[config.mk]
export PLATFORM = sky130hd
export DESIGN_NAME = wb_arbiter
export DESIGN_NICKNAME = d
export VERILOG_FILES = /design/src/common/wb_pkg.sv /design/src/hdl/wb_arbiter.sv
export VERILOG_INCLUDE_DIRS = /design/src /design/src/common
export SDC_FILE = /design/constraint.sdc
export NUM_CORES = 1
export LEC_CHECK = 0
export ABC_AREA = 1
export BUFFER_PORTS_ARGS = -buffer_cell sky130_fd_sc_hd__buf_2
export CAP_MARGIN = 25
export CORE_AREA = 2 2 122 124
export CTS_BUF_LIST = sky130_fd_sc_hd__clkbuf_16
export DETAILED_ROUTE_END_ITERATION = 7
export DIE_AREA = 0 0 124 126
export HOLD_SLACK_MARGIN = 0.05
export PLACE_DENSITY_LB_ADDON = 0.2
export SYNTH_ARGS = -nofsm -noshare
export SYNTH_HDL_FRONTEND = slang
export SYNTH_SLANG_ARGS = --single-unit
export TNS_END_PERCENT = 10
[constraint.sdc]
create_clock -name clk_i -period 3.65 [get_ports clk_i]
set_clock_uncertainty 0.2 [all_clocks]
set_input_delay 0.365 -clock clk_i [delete_from_list [all_inputs] [get_ports clk_i]]
set_output_delay 0.365 -clock clk_i [all_outputs]
set_load 0.02 [all_outputs]
[src/common/rv_defs.svh]
`ifndef RV_DEFS_SVH
`define RV_DEFS_SVH

// datapath and bus width
`define RV_XLEN 32

// ram depth in 32-bit words
`define RV_MEM_WORDS 256

// first fetch address after run
`define RV_RESET_PC 32'h0000_0000

`define RV_HALT_OP 7'b1110011 // SYSTEM opcode, stops the core

`endif

[src/common/wb_pkg.sv]
`include "rv_defs.svh"
`default_nettype none

package wb_pkg;

    typedef logic [`RV_XLEN-1:0]   wb_adr_t;  // byte address
    typedef logic [`RV_XLEN-1:0]   wb_dat_t;
    typedef logic [`RV_XLEN/8-1:0] wb_sel_t;  // one bit per byte lane

    typedef enum logic {
        OWN_CORE = 1'b0,
        OWN_HOST = 1'b1
    } wb_owner_e;

endpackage

`default_nettype wire

[src/hdl/wb_arbiter.sv]
`timescale 1ns/100ps
`default_nettype none

module wb_arbiter import wb_pkg::*; (
    input  logic    clk_i,
    input  logic    rst_n_i,
    input  logic    m0_cyc_i,   // core master
    input  logic    m0_stb_i,
    input  logic    m0_we_i,
    input  wb_adr_t m0_adr_i,
    input  wb_sel_t m0_sel_i,
    input  wb_dat_t m0_dat_i,
    output wb_dat_t m0_dat_o,
    output logic    m0_ack_o,
    input  logic    m1_cyc_i,   // host master
    input  logic    m1_stb_i,
    input  logic    m1_we_i,
    input  wb_adr_t m1_adr_i,
    input  wb_sel_t m1_sel_i,
    input  wb_dat_t m1_dat_i,
    output wb_dat_t m1_dat_o,
    output logic    m1_ack_o,
    output logic    s_cyc_o,    // to the ram
    output logic    s_stb_o,
    output logic    s_we_o,
    output wb_adr_t s_adr_o,
    output wb_sel_t s_sel_o,
    output wb_dat_t s_dat_o,
    input  wb_dat_t s_dat_i,
    input  logic    s_ack_i
);

    wb_owner_e owner;     // grant for this cycle
    wb_owner_e last_q;    // owner of the latest transfer
    logic      busy_q;    // bus was held last cycle
    logic      last_cyc;

    assign last_cyc = (last_q == OWN_CORE) ? m0_cyc_i : m1_cyc_i;

    always_comb begin
        if (busy_q && last_cyc) begin
            owner = last_q; // keep grant while cyc stays up
        end else if (m0_cyc_i && m1_cyc_i) begin
            owner = (last_q == OWN_CORE) ? OWN_HOST : OWN_CORE; // tie goes to the other one
        end else if (m1_cyc_i) begin
            owner = OWN_HOST;
        end else begin
            owner = OWN_CORE; // parked on core
        end
    end

    always_ff @(posedge clk_i) begin
        if (!rst_n_i) begin
            busy_q <= 1'b0;
            last_q <= OWN_HOST; // core wins the first tie
        end else begin
            busy_q <= s_cyc_o;
            if (s_cyc_o) last_q <= owner;
        end
    end

    assign s_cyc_o  = (owner == OWN_CORE) ? m0_cyc_i : m1_cyc_i;
    assign s_stb_o  = (owner == OWN_CORE) ? m0_stb_i : m1_stb_i;
    assign s_we_o   = (owner == OWN_CORE) ? m0_we_i  : m1_we_i;
    assign s_adr_o  = (owner == OWN_CORE) ? m0_adr_i : m1_adr_i;
    assign s_sel_o  = (owner == OWN_CORE) ? m0_sel_i : m1_sel_i;
    assign s_dat_o  = (owner == OWN_CORE) ? m0_dat_i : m1_dat_i;
    assign m0_dat_o = s_dat_i;                            // read data shared, ack decides
    assign m1_dat_o = s_dat_i;
    assign m0_ack_o = s_ack_i && (owner == OWN_CORE);
    assign m1_ack_o = s_ack_i && (owner == OWN_HOST);     // loser waits with ack low

endmodule

`default_nettype wire

==> results.txt, run 1 <==
In this run the post-CTS setup repair buffer count came out at 0. The initial antenna violation count is 0. Setup repair after global routing left no endpoint under its margin. Largest family of logic cells by synthesized area: simple AND/OR/NAND/NOR gates.

The number of maximum-capacitance violations was 0. The run finished with clean final reports. In the final routed layout, each cell accounts on average for 9.967 um. The clock-pin slew reported for the worst setup and hold paths after clock tree synthesis works out to 30 ps. The largest area contributor in the synthesized netlist is nand2_1. The worst-case IR drop observed on VDD is 0.08373 mV. In this run the power spent charging and discharging nets is 0.2703 mW.

The row count was 44. The critical path goes through buf_2 -> nand2_4 -> nand2_1 -> nand2_1 -> buf_2. Yosys printed 0 warnings.

After synthesis, the mean cell area works out to 5.201 um^2. The logs give 0 for the number of max-slew violations in the final report and 2139 for the number of global-route vias before repair. The logs give 0.3145 mW for the cell internal power dissipation and 0 for the count of hold-fix buffers inserted at cts. Via total after detailed routing: 2318. The synthesized netlist devotes 0.7686% of its cell area to compound gates. The via density per instance is 3.656. TritonCTS built the clock tree. The number of clock buffers added by TritonCTS is 3. The fraction of final layout cells sized beyond drive strength 1 works out to 50.00%.

Of the synthesized area, sequential elements account for 2.460%. The highest-delay cell along the critical path is buf_2. The highest attainable clock frequency is 390.4 MHz, and the maximum number of pins on one net before global-route repair is 73.

At the pin with the least slew margin, the transition time is 775.8 ps. After global routing the overflow that remains totals 0. Clock tree root driver cell: clkbuf_16.

The final weighted congestion of routability-driven global placement was 0.7434. The clock reaches the later pin of the worst-skew pair after 220 ps. For the post-cts sizing count, the log shows 0. The first-pass GRT wire length was 9.246 mm; the area of the mapped netlist was 1628 um^2. The mux share of post-synthesis cell area is 0%, and the net count of the finished layout is 629. In this run the count of I/O pins placed on the die edge is 314. The count of unresolved DRC violations after routing is 0. The synthesized instance count came out at 313.

In this run switching power makes up 46.23% of total power. By area the synthesized netlist is led by nand2_1, buf_4, nand3_1. Measured against its own limit, the worst slew margin works out to 48.28%. After Yosys synthesis, and, or, nand and nor cells account for 56.65% of the synthesized area. The run gives 7.244% as the global router's overall resource usage.

The register bit count reported by yosys was 2; the count of buffers from port buffering was 217. For the total number of H-tree levels, the log shows 1. On the worst path, the slowest cell contributes a delay of 590 ps. Per report_power, the combinational group accounts for 67.8% of the total. The post-route clock period utilization is 70.18%. The number of hold violations in the final report is 0.

In the final layout, the multi-input gates occupy 934.6 um^2. The largest fanout of any net on the critical path was 72; the non-filler instance count after layout was 634. Storage element area: 40.04 um^2. The type of element launching the critical path is a primary input. Subtracting the final worst setup slack from the clock period gives 2562 ps. For the number of placed cells counting well taps, the log shows 631. The relative contribution of the clock network to total power was 28.0%.

Worst hold-check path type: primary input to flop. The longest clock path from root to sink contains 2 buffers. The tools report the total die area as 15620 um^2. The adder and majority gate portion of the synthesized area was 0%. The path type of the worst setup path is primary input to primary output. Summing the areas of all xor and xnor instances in the mapped netlist gives 0% of the synthesized area.

The net count after synthesis is 490. The synthesized design devotes to its leading area cell type 32.97% of total area. For the worst setup path, the data arrival time is 2000 ps. Dividing total power by cell area gives a power density of 242.9 nW/um^2.

The detail route stage leaves a number of antenna-violating nets equal to 0. Setup violations remaining at the end of the flow were counted as 0. In this run, flip-flops and latches consume 4.2% of the power. The routed design has 6.319 mm of wire. The run gives 57 as the violation count after the first detailed-routing iteration.

The first TritonRoute pass finished after 4 iterations. For the count of different cell masters after synthesis, the log shows 12. The horizontal die dimension was 124 um; the starting density of the core was 11.37%.

In this run the static leakage power is 1.594 nW. The area growth from synthesis to layout is 47.89%. The worst setup path is captured at a primary output.

The filler cells instantiated in the layout total 1718. Total core area: 14310 um^2. The run gives 1830 ps as the register-to-register setup slack.

Summed over all failing endpoints, the final setup total negative slack is 0 ps. The chip height is 126 um. The clock sink count came out at 2. The run gives 0 as the antenna diode count.

At the worst endpoint, the required time is 3080 ps.
## worst max-delay path, delay by kind of cell
family                 cells  cell delay, ps
and+or+nand+nor            3             840
buffers and inverters      2             750
## state kept, by name, indices dropped and copies added, names as in the netlist
register	cells
busy_q	1
last_q	1
## cells by family after synthesis
| family | count (synthesis) |
|---|---|
| and+or+nand+nor | 218 |
| AOI/OAI and AO/OA | 2 |
| buffers and inverters | 91 |
| DFF | 2 |
## cell usage in the layout, fill, tap and decap left out
| master | Yosys | layout |
|---|---|---|
| inv_1 | 5 | 5 |
| buf_2 | 15 | 217 |
| nand3_1 | 72 | 72 |
| clkbuf_16 | 0 | 3 |
| o21a_1 | 1 | 1 |
| nand2_1 | 143 | 143 |
| buf_4 | 64 | 3 |
| nand2_4 | 1 | 1 |
| nor2_1 | 1 | 1 |
| dfxtp_1 | 2 | 2 |
| a21oi_1 | 1 | 1 |
| nand3_2 | 1 | 1 |
## layer usage
layer / vias to the layer above / part of all wire, % / GRT usage [%]
li1: 1197 / - / -
met1: 973 / 36 / 7.100
met2: 131 / 52 / 14.22
met3: 17 / 10 / 1.676
met4: 0 / 1.9 / 2.908
met5: - / 0 / 0
## cells in the mapped netlist, drive strengths merged
library cell    n
a21oi           1
buf            86
dfxtp           2
inv             5
nand2         144
nand3          73
nor2            1
o21a            1
## cell type report
cell class                      instances  area share [%]
Timing Repair Buffer                  220           46.05
Multi-Input combinational cell        220           38.83
Tap cell                              184           9.563
Clock buffer                            3           3.119
Sequential cell                         2           1.663
Inverter                                5          0.7796
## power by group through the flow
stage | combinational [mW] | clock (mW) | sequential, mW
floorplan | 0.345 | 0 | 0.0247
global placement | 0.403 | 0 | 0.0249
detailed placement | 0.402 | 0 | 0.0249
CTS | 0.403 | 0.166 | 0.0246
global route | 0.439 | 0.170 | 0.0249
finish | 0.397 | 0.163 | 0.0246
## final timing paths
path,start,to,cells past startpoint
max,m1_cyc_i,s_dat_o[5],5
min,rst_n_i,last_q$_SDFFE_PN1P_,2
max reg2reg,last_q$_SDFFE_PN1P_,last_q$_SDFFE_PN1P_,6
min reg2reg,last_q$_SDFFE_PN1P_,last_q$_SDFFE_PN1P_,2
## per-stage QoR
stage / area, um^2 / hold slack [ps] / utilization [%] / worst slack [ps] / power, mW
2_1_floorplan: 1628 / 249.1 / - / 1975 / 0.3697
3_3_place_gp: 2332 / 317.3 / 16.29 / 1082 / 0.4276
3_5_place_dp: 2332 / 319.5 / 16.29 / 1037 / 0.4268
4_1_cts: 2407 / 164.0 / 16.82 / 1034 / 0.5944
5_1_grt: 2407 / 183.8 / 16.82 / 824.8 / 0.6341
6_report: 2407 / 161.2 / 16.82 / 1088 / 0.5848
(Power assumes the default switching activity.)
==> run 2: changes to the inputs <==
--- a/config.mk
+++ b/config.mk
@@ -9,10 +9,10 @@
 export ABC_AREA = 1
 export BUFFER_PORTS_ARGS = -buffer_cell sky130_fd_sc_hd__buf_2
 export CAP_MARGIN = 25
-export CORE_AREA = 2 2 122 124
+export CORE_AREA = 2 2 123 125
 export CTS_BUF_LIST = sky130_fd_sc_hd__clkbuf_16
 export DETAILED_ROUTE_END_ITERATION = 7
-export DIE_AREA = 0 0 124 126
+export DIE_AREA = 0 0 125 127
 export HOLD_SLACK_MARGIN = 0.05
 export PLACE_DENSITY_LB_ADDON = 0.2
 export SYNTH_ARGS = -nofsm -noshare
==> constraint.sdc (replaced) <==
create_clock -name clk_i -period 2.6 [get_ports clk_i]
set_clock_uncertainty 0.2 [all_clocks]
set_input_delay 0.26 -clock clk_i [delete_from_list [all_inputs] [get_ports clk_i]]
set_output_delay 0.26 -clock clk_i [all_outputs]
set_load 0.02 [all_outputs]
==> run 2 against run 1 <==
Net effect:
- combinational power rose by 43%
- sequential power rose by 40%
- register-to-register slack got worse by 730 ps
- first-iteration DRC count rose by 33%
- setup slack got worse by 560 ps
- critical path type is now flop to primary output
- via count rose by 2.3%
- clock power rose by 43%
- worst hold slack got worse by 110 ps
- cell count rose by 0.32%
- routed wire length rose by 5.5%
- sequential share of layout area barely moved
- count of clock-buffer cells in the layout did not move
==> results.txt, run 2 (synthesized netlist as in run 1, its figures left out) <==
The number of maximum-capacitance violations was 0 (unchanged); the largest fanout of any net on the critical path was 23 (-68%). The origin of the worst min-delay path is rst_n_i. The violation count after the first detailed-routing iteration was 76 (+33%).

For the total core area, the log shows 14420 um^2 (+0.77%). For the maximum number of pins on one net before global-route repair, the log shows 61 (-16%). The run gives 0.3176 mV (+280%) as the maximum ir drop on the vdd rail.

The number of global-route vias before repair is 2254 (+5.4%), and the total number of H-tree levels is 1 (unchanged). Leakage power: 1.612 nW (+1.2%). The tools report the type of element launching the critical path as a flop. In the layout the commonest cells are buf_2, nand2_1, nand3_1. Number of buffers between clock root and the deepest sink: 2 (unchanged). The clock-pin slew reported for the worst setup and hold paths after clock tree synthesis was 30 ps (about the same); the clock sink count was 2 (unchanged). The global router's overall resource usage was 7.737% (+0.49 points). The critical path is of the flop to primary output type. The number of fillers in the final layout was 1690 (-1.6%).

The run gives 10.36 mm (+12%) as the first-pass GRT wire length. The total power density per cell area was 341.3 nW/um^2 (+41%). The count of hold-fix buffers inserted at cts was 0 (unchanged). The launch point of the worst path is last_q$_SDFFE_PN1P_. The final weighted congestion of routability-driven global placement is 0.8232 (+11%), and the row count is 44 (unchanged). Setup repair after global routing left no endpoint under its margin. Tightest slew margin relative to the limit: 65.66% (+17 points).

The total grt overflow came out at 0 (unchanged). For the number of setup violations in the final report, the log shows 0 (unchanged). The logs give 4 (unchanged) for the number of iterations in the first detailed-routing pass and 0 ps (unchanged) for the summed negative setup slack over all endpoints. The tools report the total wire length as 6.668 mm (+5.5%). The via density per instance came out at 3.728 (+2.0%). Summed over all nets, the half-perimeter wirelength after detailed placement is 5.294 mm. The tools report the startpoint of the most critical register-to-register path as last_q$_SDFFE_PN1P_. The number of placed cells counting well taps is 633 (+0.32%). Leaving out fill and tap cells, the most frequent cell in the layout is buf_2.

The tools report the clock tree root driver cell as clkbuf_16. The post-cts sizing count is 0 (unchanged). Clock latency at the later pin of the worst-skew pair: 220 ps (about the same). The logs give 0 (unchanged) for the antenna diode count and 0 (unchanged) for the number of hold violations in the final report. The run gives 314 (unchanged) as the number of I/O pins. STA classifies the critical path endpoint as a primary output. The run gives 15880 um^2 (+1.6%) as the total die area.

The run gives 0 (unchanged) as the number of antenna-violating nets in the routed design. TritonCTS built the clock tree. The number of buffers added for setup after CTS is 0 (unchanged). Horizontal die dimension: 125 um (+0.81%). The tools report the starting density of the core as 11.29% (-0.087 points).

The fraction of final layout cells sized beyond drive strength 1 came out at 50.22% (+0.22 points). The number of buffers created by CTS was 3 (unchanged). Static timing analysis puts the maximum clock frequency at 482.0 MHz. The flow ran to the end, and the final reports show no timing, DRC or antenna violations. The tools report the number of max-slew violations in the final report as 0 (unchanged).

The logs give 16.97% (+0.15 points) for the final standard cell utilization of the core and 631 (+0.32%) for the net count of the finished layout. Arrival time at the worst endpoint: 1610 ps (-390 ps). Subtracting the final worst setup slack from the clock period gives 2075 ps. In the finished design, the share of the clock period the worst path needs comes to 79.79%. The count of unresolved DRC violations after routing is 0 (unchanged), and the wire length per cell after detailed routing is 10.48 um (+5.2%). The area added between synthesis and finish was 50.35%.

The logs give 2140 ps (-940 ps) for the required arrival time at the worst endpoint and 2371 (+2.3%) for the via total after detailed routing. The initial antenna violation count is 0 (unchanged). The largest registers in the layout are busy_q: 1 flops, last_q: 1 flops. The count of buffers from port buffering was 217 (unchanged); the actual slew at the worst max-slew pin was 515.0 ps (-260.7 ps).

The chip height was 127 um (+0.79%). The worst hold-check path type was primary input to flop. For the non-filler instance count after layout, the log shows 636 (+0.32%).
-- run 2: changes by cell type in the layout (fill, tap and decap cells not counted), sizes merged --
| cell | previous run | this run |
|---|---|---|
| buf | 220 | 222 |
-- run 2: per-stage QoR --
step | worst slack (ps) | power, mW | instance area, um^2 | hold slack, ps
6_report | 525.5 | 0.8353 | 2447 | 49.56
5_1_grt | 332.9 | 0.9017 | 2447 | 62.20
4_1_cts | 470.8 | 0.8522 | 2447 | 52.34
3_5_place_dp | 685.8 | 0.6124 | 2372 | 284.0
3_3_place_gp | 705.2 | 0.6131 | 2372 | 275.3
2_1_floorplan | 1030 | 0.5189 | 1628 | 144.1
-- run 2: power by group --
group | switching (mW) | internal [mW]
Combinational | 0.348 | 0.220
Sequential | 0.00123 | 0.0333
Clock | 0.0371 | 0.196
Total | 0.386 | 0.449
-- run 2: path summary, 6_finish.rpt --
path | end | slack, ps | depth (start not counted)
hold reg to reg | last_q$_SDFFE_PN1P_ | 310 | 2
hold / removal | last_q$_SDFFE_PN1P_ | 50 | 2
setup / recovery | s_dat_o[13] | 530 | 8
setup reg to reg | last_q$_SDFFE_PN1P_ | 1100 | 6
-- run 2: layer usage --
layer / global-route usage, % / part of all wire (%) / wire, um
met5: 0 / 0 / 0
met4: 2.484 / 1.8 / 120
met3: 2.136 / 11 / 711
met2: 16.02 / 56 / 3719
met1: 7.232 / 32 / 2117
-- run 2: area by class of cell --
| cell class | instances | area, um^2 | area share, % |
|---|---|---|---|
| timing repair buffer | 222 | 1149 | 46.93 |
| multi-input combinational | 220 | 934.6 | 38.19 |
| tap | 184 | 230.2 | 9.407 |
| clock buffer | 3 | 75.07 | 3.067 |
| sequential | 2 | 40.04 | 1.636 |
| inverter | 5 | 18.77 | 0.7669 |
-- run 2: worst max-delay path, cell delays in order, from the launching register on --
cell and delay [ps]:
dfxtp_1 330, inv_1 40, nand2_1 60, nand3_2 100, nand2_4 250, buf_4 290, nand2_1 70, nand2_1 70
buf_2 160
