`src/common/rv_defs.svh`:
```
`ifndef RV_DEFS_SVH
`define RV_DEFS_SVH

// datapath and bus width
`define RV_XLEN 32

// ram depth in 32-bit words
`define RV_MEM_WORDS 256

// first fetch address after run
`define RV_RESET_PC 32'h0000_0000

`define RV_HALT_OP 7'b1110011 // SYSTEM opcode, stops the core

`endif

```
`src/common/rv_isa_pkg.sv`:
```
`include "rv_defs.svh"
`default_nettype none

package rv_isa_pkg;

    typedef logic [`RV_XLEN-1:0] word_t;    // register, alu and immediate value
    typedef logic [4:0]          reg_idx_t; // x0..x31

    typedef enum logic [6:0] {
        OP     = 7'b0110011,  // r-type alu
        OP_IMM = 7'b0010011,  // i-type alu
        LOAD   = 7'b0000011,  // lb, lw
        STORE  = 7'b0100011,  // sb, sw
        BRANCH = 7'b1100011,  // beq..bgeu
        SYSTEM = `RV_HALT_OP  // halt
    } opcode_e;

    // codes kept from the original alu control field
    typedef enum logic [3:0] {
        ADD  = 4'b0000,
        SUB  = 4'b0001,
        AND  = 4'b0010,
        OR   = 4'b0011,
        XOR  = 4'b0100,
        SLT  = 4'b0101,
        SLTU = 4'b0110,
        SRL  = 4'b0111,
        SLL  = 4'b1000,
        SRA  = 4'b1001
    } alu_op_e;

    typedef enum logic [2:0] {
        IMM_I = 3'b000,  // alu imm and loads
        IMM_S = 3'b001,  // stores
        IMM_B = 3'b010   // branch offset
    } imm_src_e;

endpackage

`default_nettype wire

```
`src/common/wb_pkg.sv`:
```
`include "rv_defs.svh"
`default_nettype none

package wb_pkg;

    typedef logic [`RV_XLEN-1:0]   wb_adr_t;  // byte address
    typedef logic [`RV_XLEN-1:0]   wb_dat_t;
    typedef logic [`RV_XLEN/8-1:0] wb_sel_t;  // one bit per byte lane

    typedef enum logic {
        OWN_CORE = 1'b0,
        OWN_HOST = 1'b1
    } wb_owner_e;

endpackage

`default_nettype wire

```
`src/core/control.sv`:
```
`timescale 1ns/100ps
`default_nettype none

module control import rv_isa_pkg::*; (
    input  opcode_e     op_i,            // instr[6:0]
    input  logic [2:0]  funct3_i,
    input  logic        funct7bit_i,     // instr[30]
    output logic        reg_write_en_o,  // write rd in wb
    output alu_op_e     alu_ctrl_o,
    output logic        alu_src_o,       // 1 = immediate operand
    output imm_src_e    imm_src_o,
    output logic        branch_src_o,    // pc from branch unit
    output logic        addr_select_o,   // 1 = word, 0 = byte access
    output logic        result_src_o,    // 1 = load data to rd
    output logic        mem_write_o,
    output logic        halt_o,
    output logic        illegal_o
);

    logic alt_op; // picks sub / sra

    // addi must never become a subtract, only srai uses bit 30 for imm ops
    assign alt_op = (op_i == OP) ? funct7bit_i : (funct7bit_i && (funct3_i == 3'b101));

    always_comb begin
        reg_write_en_o = 1'b0; // everything inactive unless decoded
        alu_ctrl_o     = ADD;  // address add for load / store
        alu_src_o      = 1'b0;
        imm_src_o      = IMM_I;
        branch_src_o   = 1'b0;
        addr_select_o  = 1'b1;
        result_src_o   = 1'b0;
        mem_write_o    = 1'b0;
        halt_o         = 1'b0;
        illegal_o      = 1'b0;

        case (op_i)
            OP, OP_IMM: begin
                reg_write_en_o = 1'b1;
                alu_src_o      = (op_i == OP_IMM);
                case (funct3_i)
                    3'b000: alu_ctrl_o = alt_op ? SUB : ADD;
                    3'b001: alu_ctrl_o = SLL;
                    3'b010: alu_ctrl_o = SLT;
                    3'b011: alu_ctrl_o = SLTU;
                    3'b100: alu_ctrl_o = XOR;
                    3'b101: alu_ctrl_o = alt_op ? SRA : SRL;
                    3'b110: alu_ctrl_o = OR;
                    3'b111: alu_ctrl_o = AND;
                endcase
            end
            LOAD: begin
                if (funct3_i == 3'b000 || funct3_i == 3'b010) begin // lb | lw
                    reg_write_en_o = 1'b1;
                    alu_src_o      = 1'b1;
                    result_src_o   = 1'b1;
                    addr_select_o  = funct3_i[1];
                end else begin
                    illegal_o = 1'b1; // lh, lbu, lhu not supported
                end
            end
            STORE: begin
                imm_src_o = IMM_S;
                if (funct3_i == 3'b000 || funct3_i == 3'b010) begin // sb | sw
                    alu_src_o     = 1'b1;
                    mem_write_o   = 1'b1;
                    addr_select_o = funct3_i[1];
                end else begin
                    illegal_o = 1'b1; // sh
                end
            end
            BRANCH: begin
                imm_src_o    = IMM_B;
                branch_src_o = 1'b1;
            end
            SYSTEM:  halt_o    = 1'b1;
            default: illegal_o = 1'b1; // lui, auipc, jal, jalr, unknown
        endcase
    end

endmodule

`default_nettype wire

```
`src/core/rv_core.sv`:
```
`include "rv_defs.svh"
`timescale 1ns/100ps
`default_nettype none

module rv_core import rv_isa_pkg::*, wb_pkg::*; (
    input  logic    clk_i,
    input  logic    rst_n_i,
    input  logic    run_i,      // start from reset pc
    output logic    wb_cyc_o,
    output logic    wb_stb_o,
    output logic    wb_we_o,
    output wb_adr_t wb_adr_o,
    output wb_sel_t wb_sel_o,
    output wb_dat_t wb_dat_o,
    input  wb_dat_t wb_dat_i,
    input  logic    wb_ack_i,
    output logic    halted_o,
    output logic    illegal_o
);

    typedef enum logic [2:0] {IDLE, FETCH, EXEC, MEM, WB, HALT} state_e;

    state_e   state_q;
    word_t    pc_q;
    word_t    ir_q;           // fetched instruction
    word_t    alu_q;          // alu result, also data address
    word_t    ld_q;           // load data, already extended
    logic     taken_q;
    logic     illegal_q;
    word_t    rf_q [1:31];    // x0 is not stored
    reg_idx_t rs1;
    reg_idx_t rs2;
    reg_idx_t rd;
    word_t    rs1_val;
    word_t    rs2_val;
    word_t    imm;
    word_t    alu_b;
    word_t    alu_y;
    word_t    lane;           // load word shifted to the addressed byte
    word_t    ld_val;
    logic     taken;
    logic     reg_write_en;
    logic     alu_src;
    logic     branch_src;
    logic     addr_select;
    logic     result_src;
    logic     mem_write;
    logic     halt;
    logic     illegal;
    alu_op_e  alu_ctrl;
    imm_src_e imm_src;

    control u_control (
        .op_i           (opcode_e'(ir_q[6:0])),
        .funct3_i       (ir_q[14:12]),
        .funct7bit_i    (ir_q[30]),
        .reg_write_en_o (reg_write_en),
        .alu_ctrl_o     (alu_ctrl),
        .alu_src_o      (alu_src),
        .imm_src_o      (imm_src),
        .branch_src_o   (branch_src),
        .addr_select_o  (addr_select),
        .result_src_o   (result_src),
        .mem_write_o    (mem_write),
        .halt_o         (halt),
        .illegal_o      (illegal)
    );

    assign rs1     = ir_q[19:15];
    assign rs2     = ir_q[24:20];
    assign rd      = ir_q[11:7];
    assign rs1_val = (rs1 == '0) ? '0 : rf_q[rs1]; // x0 reads zero
    assign rs2_val = (rs2 == '0) ? '0 : rf_q[rs2];
    assign alu_b   = alu_src ? imm : rs2_val;

    always_comb begin
        case (imm_src)
            IMM_S:   imm = {{20{ir_q[31]}}, ir_q[31:25], ir_q[11:7]};
            IMM_B:   imm = {{19{ir_q[31]}}, ir_q[31], ir_q[7], ir_q[30:25], ir_q[11:8], 1'b0};
            default: imm = {{20{ir_q[31]}}, ir_q[31:20]}; // i-type
        endcase
    end

    always_comb begin
        case (alu_ctrl)
            SUB:     alu_y = rs1_val - alu_b;
            AND:     alu_y = rs1_val & alu_b;
            OR:      alu_y = rs1_val | alu_b;
            XOR:     alu_y = rs1_val ^ alu_b;
            SLT:     alu_y = word_t'($signed(rs1_val) < $signed(alu_b));
            SLTU:    alu_y = word_t'(rs1_val < alu_b);
            SRL:     alu_y = rs1_val >> alu_b[4:0];
            SLL:     alu_y = rs1_val << alu_b[4:0];
            SRA:     alu_y = word_t'($signed(rs1_val) >>> alu_b[4:0]);
            default: alu_y = rs1_val + alu_b; // add, address calc
        endcase
    end

    always_comb begin
        case (ir_q[14:12])
            3'b000:  taken = (rs1_val == rs2_val);                   // beq
            3'b001:  taken = (rs1_val != rs2_val);                   // bne
            3'b100:  taken = ($signed(rs1_val) < $signed(rs2_val));  // blt
            3'b101:  taken = ($signed(rs1_val) >= $signed(rs2_val)); // bge
            3'b110:  taken = (rs1_val < rs2_val);                    // bltu
            3'b111:  taken = (rs1_val >= rs2_val);                   // bgeu
            default: taken = 1'b0;
        endcase
    end

    assign lane   = wb_dat_i >> {alu_q[1:0], 3'b000};
    assign ld_val = addr_select ? wb_dat_i : {{24{lane[7]}}, lane[7:0]}; // lb sign-extends

    assign wb_cyc_o = (state_q == FETCH) || (state_q == MEM);
    assign wb_stb_o = wb_cyc_o;
    assign wb_we_o  = (state_q == MEM) && mem_write;
    assign wb_adr_o = (state_q == FETCH) ? pc_q : alu_q;
    assign wb_sel_o = ((state_q == FETCH) || addr_select) ? 4'b1111 : 4'b0001 << alu_q[1:0];
    assign wb_dat_o = addr_select ? rs2_val : {4{rs2_val[7:0]}}; // byte copied to all lanes

    // halt shows up already in the exec cycle of the stopping instruction
    assign halted_o  = (state_q == HALT) || ((state_q == EXEC) && (halt || illegal));
    assign illegal_o = illegal_q || ((state_q == EXEC) && illegal);

    always_ff @(posedge clk_i) begin
        if (!rst_n_i) begin
            state_q   <= IDLE;
            pc_q      <= `RV_RESET_PC;
            illegal_q <= 1'b0;
        end else begin
            case (state_q)
                IDLE: begin
                    if (run_i) begin
                        state_q <= FETCH;
                        pc_q    <= `RV_RESET_PC;
                    end
                end
                FETCH: if (wb_ack_i) state_q <= EXEC;
                EXEC: begin
                    if (halt || illegal) begin
                        state_q   <= HALT;
                        illegal_q <= illegal;
                    end else if (result_src || mem_write) begin
                        state_q <= MEM; // load or store
                    end else begin
                        state_q <= WB;
                    end
                end
                MEM: if (wb_ack_i) state_q <= WB;
                WB: begin
                    pc_q    <= taken_q ? pc_q + imm : pc_q + 32'd4;
                    state_q <= FETCH;
                end
                default: state_q <= HALT; // stays here until reset
            endcase
        end
    end

    always_ff @(posedge clk_i) begin
        if (state_q == FETCH && wb_ack_i) ir_q <= wb_dat_i;
        if (state_q == EXEC) begin
            alu_q   <= alu_y;
            taken_q <= branch_src && taken;
        end
        if (state_q == MEM && wb_ack_i) ld_q <= ld_val;
        if (state_q == WB && reg_write_en && rd != '0) begin
            rf_q[rd] <= result_src ? ld_q : alu_q;
        end
    end

endmodule

`default_nettype wire

```
`config.mk`:
```
export PLATFORM = sky130hd
export DESIGN_NAME = rv_core
export DESIGN_NICKNAME = d
export VERILOG_FILES = /design/src/common/rv_isa_pkg.sv /design/src/common/wb_pkg.sv /design/src/core/control.sv /design/src/core/rv_core.sv
export VERILOG_INCLUDE_DIRS = /design/src /design/src/common
export SDC_FILE = /design/constraint.sdc
export NUM_CORES = 2
export LEC_CHECK = 0
export BUFFER_PORTS_ARGS = -buffer_cell sky130_fd_sc_hd__buf_4
export CAP_MARGIN = 25
export CORE_MARGIN = 4
export CORE_UTILIZATION = 60
export CTS_BUF_LIST = sky130_fd_sc_hd__clkbuf_4 sky130_fd_sc_hd__clkbuf_8
export CTS_CLUSTER_SIZE = 12
export DETAILED_ROUTE_END_ITERATION = 6
export PLACE_DENSITY_LB_ADDON = 0.3
export SYNTH_ARGS = -nofsm -noshare
export SYNTH_HDL_FRONTEND = slang
export SYNTH_SLANG_ARGS = --single-unit
```
`constraint.sdc`:
```
create_clock -name clk_i -period 20.6 [get_ports clk_i]
set_clock_uncertainty 0.15 [all_clocks]
set_input_delay 5.15 -clock clk_i [delete_from_list [all_inputs] [get_ports clk_i]]
set_output_delay 5.15 -clock clk_i [all_outputs]
set_load 0.01 [all_outputs]
```
==> reports/qor.json <==
{
  "outcome": {"value": "complete, no violations"},
  "path_cells": {"value": "buf_4 -> buf_4 -> mux4_2 -> mux4_2 -> mux2i_1 -> nor2_1 -> inv_1 -> o21ai_0 -> buf_4"},
  "cp-start-kind": {"value": "flop"},
  "utilization": {"value": 65.6, "unit": "%"},
  "synthCells": {"value": 4621},
  "synth_edf_count": {"value": 1089},
  "post_cts.repair.setup_buffers": {"value": 0},
  "cts_tree": {"value": "done"},
  "worst-path-buf-inv": {"value": 4},
  "rsz0062_at_grt": {"value": "false"},
  "final-setup-viol-count": {"value": 0},
  "netlist_area": {"value": 64700, "unit": "um2"},
  "timing.final.crit_period": {"value": 11.04, "unit": "ns"},
  "core-area": {"value": 107000, "unit": "um2"},
  "yosys_warnings": {"value": 0},
  "initial_core_util": {"value": 60.4, "unit": "%"},
  "asyncSetResetFlopFracSynth": {"value": 0, "unit": "%"},
  "grt_overflow": {"value": 0},
  "p_sw": {"value": 1940, "unit": "uW"},
  "maximum_capacitance_violations": {"value": 0},
  "place.gp.congestion": {"value": 1.02},
  "clock_sinks": {"value": 1135},
  "routed_wire_length_per_instance": {"value": 34.5, "unit": "um"},
  "cts-htree-levels": {"value": 4},
  "highest_clock_rate": {"value": 90.6, "unit": "MHz"},
  "slowest_stage": {"value": "sky130_fd_sc_hd__dfxtp_4"},
  "fp.dieArea": {"value": 113000, "unit": "um2"},
  "power_switching_share": {"value": 32.0, "unit": "%"},
  "critPathMaxStageDelay": {"value": 0.85, "unit": "ns"},
  "area.growth.synth_to_final": {"value": 8.55, "unit": "%"},
  "total_leakage_power": {"value": 0.0247, "unit": "uW"},
  "critical_path.most_common_cell": {"value": "sky130_fd_sc_hd__buf_4"},
  "final_max_slew_viol_count": {"value": 0},
  "slew-limit-headroom": {"value": 28.0, "unit": "%"},
  "drtIter0Drc": {"value": 6828},
  "synth_top_flop_cell": {"value": "sky130_fd_sc_hd__edfxtp_1"},
  "worst-endpoint-arrival": {"value": 5.74, "unit": "ns"},
  "worst_skew_pair.late_latency": {"value": 0.89, "unit": "ns"},
  "via_count": {"value": 46000},
  "comb_power_share": {"value": 26.0, "unit": "%"},
  "totalWireLength": {"value": 215000, "unit": "um"},
  "die_h": {"value": 336, "unit": "um"},
  "cts_resized": {"value": 0},
  "hold_path_class": {"value": "flop to flop"},
  "pin_count": {"value": 109},
  "clock_power_share": {"value": 31.1, "unit": "%"},
  "setup.worst_path.class": {"value": "flop to primary output"},
  "fillers": {"value": 7380},
  "synth-seq-cells": {"value": 1135},
  "synth_sequential_area_ratio": {"value": 52.0, "unit": "%"},
  "max_slew.worst_pin.slew": {"value": 1.08, "unit": "ns"},
  "worstPathMaxFanout": {"value": 39},
  "grt_antenna_before_repair": {"value": 7},
  "cts_inserted_buffers": {"value": 177},
  "hold_buffers": {"value": 0},
  "layout-drive-gt1-share": {"value": 24.5, "unit": "%"},
  "port_buffers": {"value": 108},
  "placementRows": {"value": 120},
  "global_route_wire_length_before_repair": {"value": 307000, "unit": "um"},
  "avgViaCountPerCell": {"value": 7.38},
  "synth.lib_cells_used.distinct": {"value": 101},
  "groute.usage.overall": {"value": 37.9, "unit": "%"},
  "critical-path-top-delay-family": {"value": "buffers and inverters"},
  "drtAntennaViolNets": {"value": 0},
  "grt_start_max_net_pins": {"value": 107},
  "avgSynthCellArea": {"value": 14.0, "unit": "um2"},
  "final-hold-violation-count": {"value": 0},
  "timing.critical_path.to_type": {"value": "primary output"},
  "pwr_density_cell": {"value": 86.3, "unit": "nW/um2"},
  "post-dp-hpwl": {"value": 135000, "unit": "um"},
  "num-nets-final": {"value": 4894},
  "data_required_time_at_the_worst_endpoint": {"value": 15.30, "unit": "ns"},
  "grt_pass1_vias": {"value": 44300},
  "timing.final.crit_share": {"value": 53.6, "unit": "%"},
  "setup_total_negative_slack": {"value": 0, "unit": "ns"},
  "clk_transition_reported_paths": {"value": 0.07, "unit": "ns"},
  "first_pass_iters": {"value": 6},
  "pwr-share-seq": {"value": 42.8, "unit": "%"},
  "clock_tree.buffer_depth": {"value": 3},
  "power_report.internal_total": {"value": 4120, "unit": "uW"},
  "fp.dieW": {"value": 336, "unit": "um"},
  "clockRootBuffer": {"value": "sky130_fd_sc_hd__clkbuf_8"},
  "ir_drop": {"value": 0.0574, "unit": "mV"},
  "remaining_drc_errors": {"value": 0},
  "postSynthNetCount": {"value": 4823}
}
==> worst register-to-register path, stage by stage, from the launching register on <==
cell	delay [ns]
sky130_fd_sc_hd__dfxtp_4	0.85
sky130_fd_sc_hd__buf_4	0.70
sky130_fd_sc_hd__buf_4	0.79
sky130_fd_sc_hd__mux4_2	0.61
sky130_fd_sc_hd__mux4_2	0.49
sky130_fd_sc_hd__mux2i_1	0.59
sky130_fd_sc_hd__nor2_1	0.17
sky130_fd_sc_hd__a21o_1	0.27
sky130_fd_sc_hd__ha_1	0.44
sky130_fd_sc_hd__or4_2	0.75
sky130_fd_sc_hd__nor3_1	0.30
sky130_fd_sc_hd__o21ai_0	0.15
sky130_fd_sc_hd__nand3_1	0.11
sky130_fd_sc_hd__o41ai_1	0.09
sky130_fd_sc_hd__buf_4	0.18
sky130_fd_sc_hd__o211ai_1	0.31
sky130_fd_sc_hd__nand2_1	0.09
sky130_fd_sc_hd__o311ai_0	0.50
sky130_fd_sc_hd__o2bb2ai_1	0.14
sky130_fd_sc_hd__mux2i_1	0.17
sky130_fd_sc_hd__o211ai_1	0.11
==> worst paths after layout <==
check	endpoint	startpoint	slack, ns	cells past startpoint
setup / recovery	wb_dat_o[29]	flop	9.56	9
hold / removal	illegal_q	illegal_q	0.32	2
setup reg to reg	alu_q[31]	flop	12.36	20
hold reg to reg	illegal_q	illegal_q	0.32	2
==> per-stage QoR <==
stage          cell area, um2  setup slack (ns)  cells  hold WS, ns  total power [uW]
2_1_floorplan           64700             11.58   4621        0.288              3650
3_3_place_gp            66600             10.59   5910        0.298              4150
3_5_place_dp            66600             10.55   5911        0.312              4160
4_1_cts                 70100              9.59   6228        0.326              6010
5_1_grt                 70200              9.23   6234        0.362              6250
6_report                70200              9.56   6238        0.323              6050
==> sequential cells by signal, summed over array words and instances, names as in the netlist, named ones only <==
signal and cells:
state_q 3, rf_q 992, taken_q 1, illegal_q 1, pc_q 32, ir_q 32
alu_q 32, ld_q 32
==> cells in the final DEF, fill, tap and decap left out, types with 33 or more instances in the layout <==
cell type	n
sky130_fd_sc_hd__o211ai_1	42
sky130_fd_sc_hd__ha_1	163
sky130_fd_sc_hd__mux4_2	473
sky130_fd_sc_hd__a211oi_1	66
sky130_fd_sc_hd__a21o_1	89
sky130_fd_sc_hd__clkinv_1	36
sky130_fd_sc_hd__xnor2_1	39
sky130_fd_sc_hd__mux2_2	104
sky130_fd_sc_hd__and2_1	35
sky130_fd_sc_hd__buf_4	220
sky130_fd_sc_hd__edfxtp_1	1089
sky130_fd_sc_hd__nand2_1	247
sky130_fd_sc_hd__nor3_1	33
sky130_fd_sc_hd__inv_1	147
sky130_fd_sc_hd__nand3_1	67
sky130_fd_sc_hd__nor2b_1	42
sky130_fd_sc_hd__a21oi_1	246
sky130_fd_sc_hd__o21ai_0	213
sky130_fd_sc_hd__dfxtp_1	37
sky130_fd_sc_hd__clkbuf_8	183
sky130_fd_sc_hd__nor2_1	300
sky130_fd_sc_hd__clkbuf_4	53
sky130_fd_sc_hd__mux2i_1	264
==> final cells by class <==
class                   count  area [um2]  share of cell area [%]
flip-flops and latches   1135       33700                    47.9
multi-input cells        3000       28900                    41.2
clock buffers             235        2910                    4.14
repair buffers            227        1770                    2.52
well taps                1403        1760                    2.50
clock inverters            82         576                   0.820
inverters                 151         572                   0.815
diodes                      5        12.5                  0.0178
==> logic make-up (layout without fill, tap and decap cells) <==
family	count (synthesis)	count (layout)	synth area share, %
flip-flops	1135	1135	52.0
AND/OR/NAND/NOR	921	921	6.60
XOR/XNOR	59	59	0.799
buffers and inverters	486	695	3.73
multiplexers	874	874	23.7
AO/OA/AOI/OAI	980	980	9.93
other	0	5	0
adder cells (fa/ha/maj)	166	166	3.25
==> synth_stat cells, types with 46 or more instances <==
master	instances	share of area [%]
sky130_fd_sc_hd__buf_2	63	0.49
sky130_fd_sc_hd__inv_1	149	0.87
sky130_fd_sc_hd__a21oi_1	248	1.9
sky130_fd_sc_hd__nand3_1	67	0.52
sky130_fd_sc_hd__nand2_1	247	1.4
sky130_fd_sc_hd__ha_1	163	3.2
sky130_fd_sc_hd__dfxtp_1	46	1.4
sky130_fd_sc_hd__mux4_2	473	16
sky130_fd_sc_hd__nor2_1	325	1.9
sky130_fd_sc_hd__edfxtp_1	1089	51
sky130_fd_sc_hd__mux2_2	104	1.8
sky130_fd_sc_hd__o21ai_0	216	1.7
sky130_fd_sc_hd__a21o_1	89	1.0
sky130_fd_sc_hd__mux2i_1	265	4.1
sky130_fd_sc_hd__a211oi_1	67	0.78
sky130_fd_sc_hd__clkbuf_1	165	0.96
==> routing by layer <==
metal	routed length, um	up-vias	global-route usage, %
met5	56	-	0
met4	17800	10	25.8
met3	27200	862	9.62
met2	98300	3703	58.6
met1	71900	22800	47.6
li1	-	18700	-
==> power groups by stage <==
| stage | registers (uW) | logic [uW] | clock network [uW] |
|---|---|---|---|
| 3_5_place_dp | 2640 | 1520 | 0 |
| 5_1_grt | 2590 | 1650 | 2010 |
| 4_1_cts | 2590 | 1530 | 1900 |
| 3_3_place_gp | 2640 | 1510 | 0 |
| 6_report | 2590 | 1580 | 1890 |
| 2_1_floorplan | 2610 | 1040 | 0 |
Power figures use the tool's default switching activity.
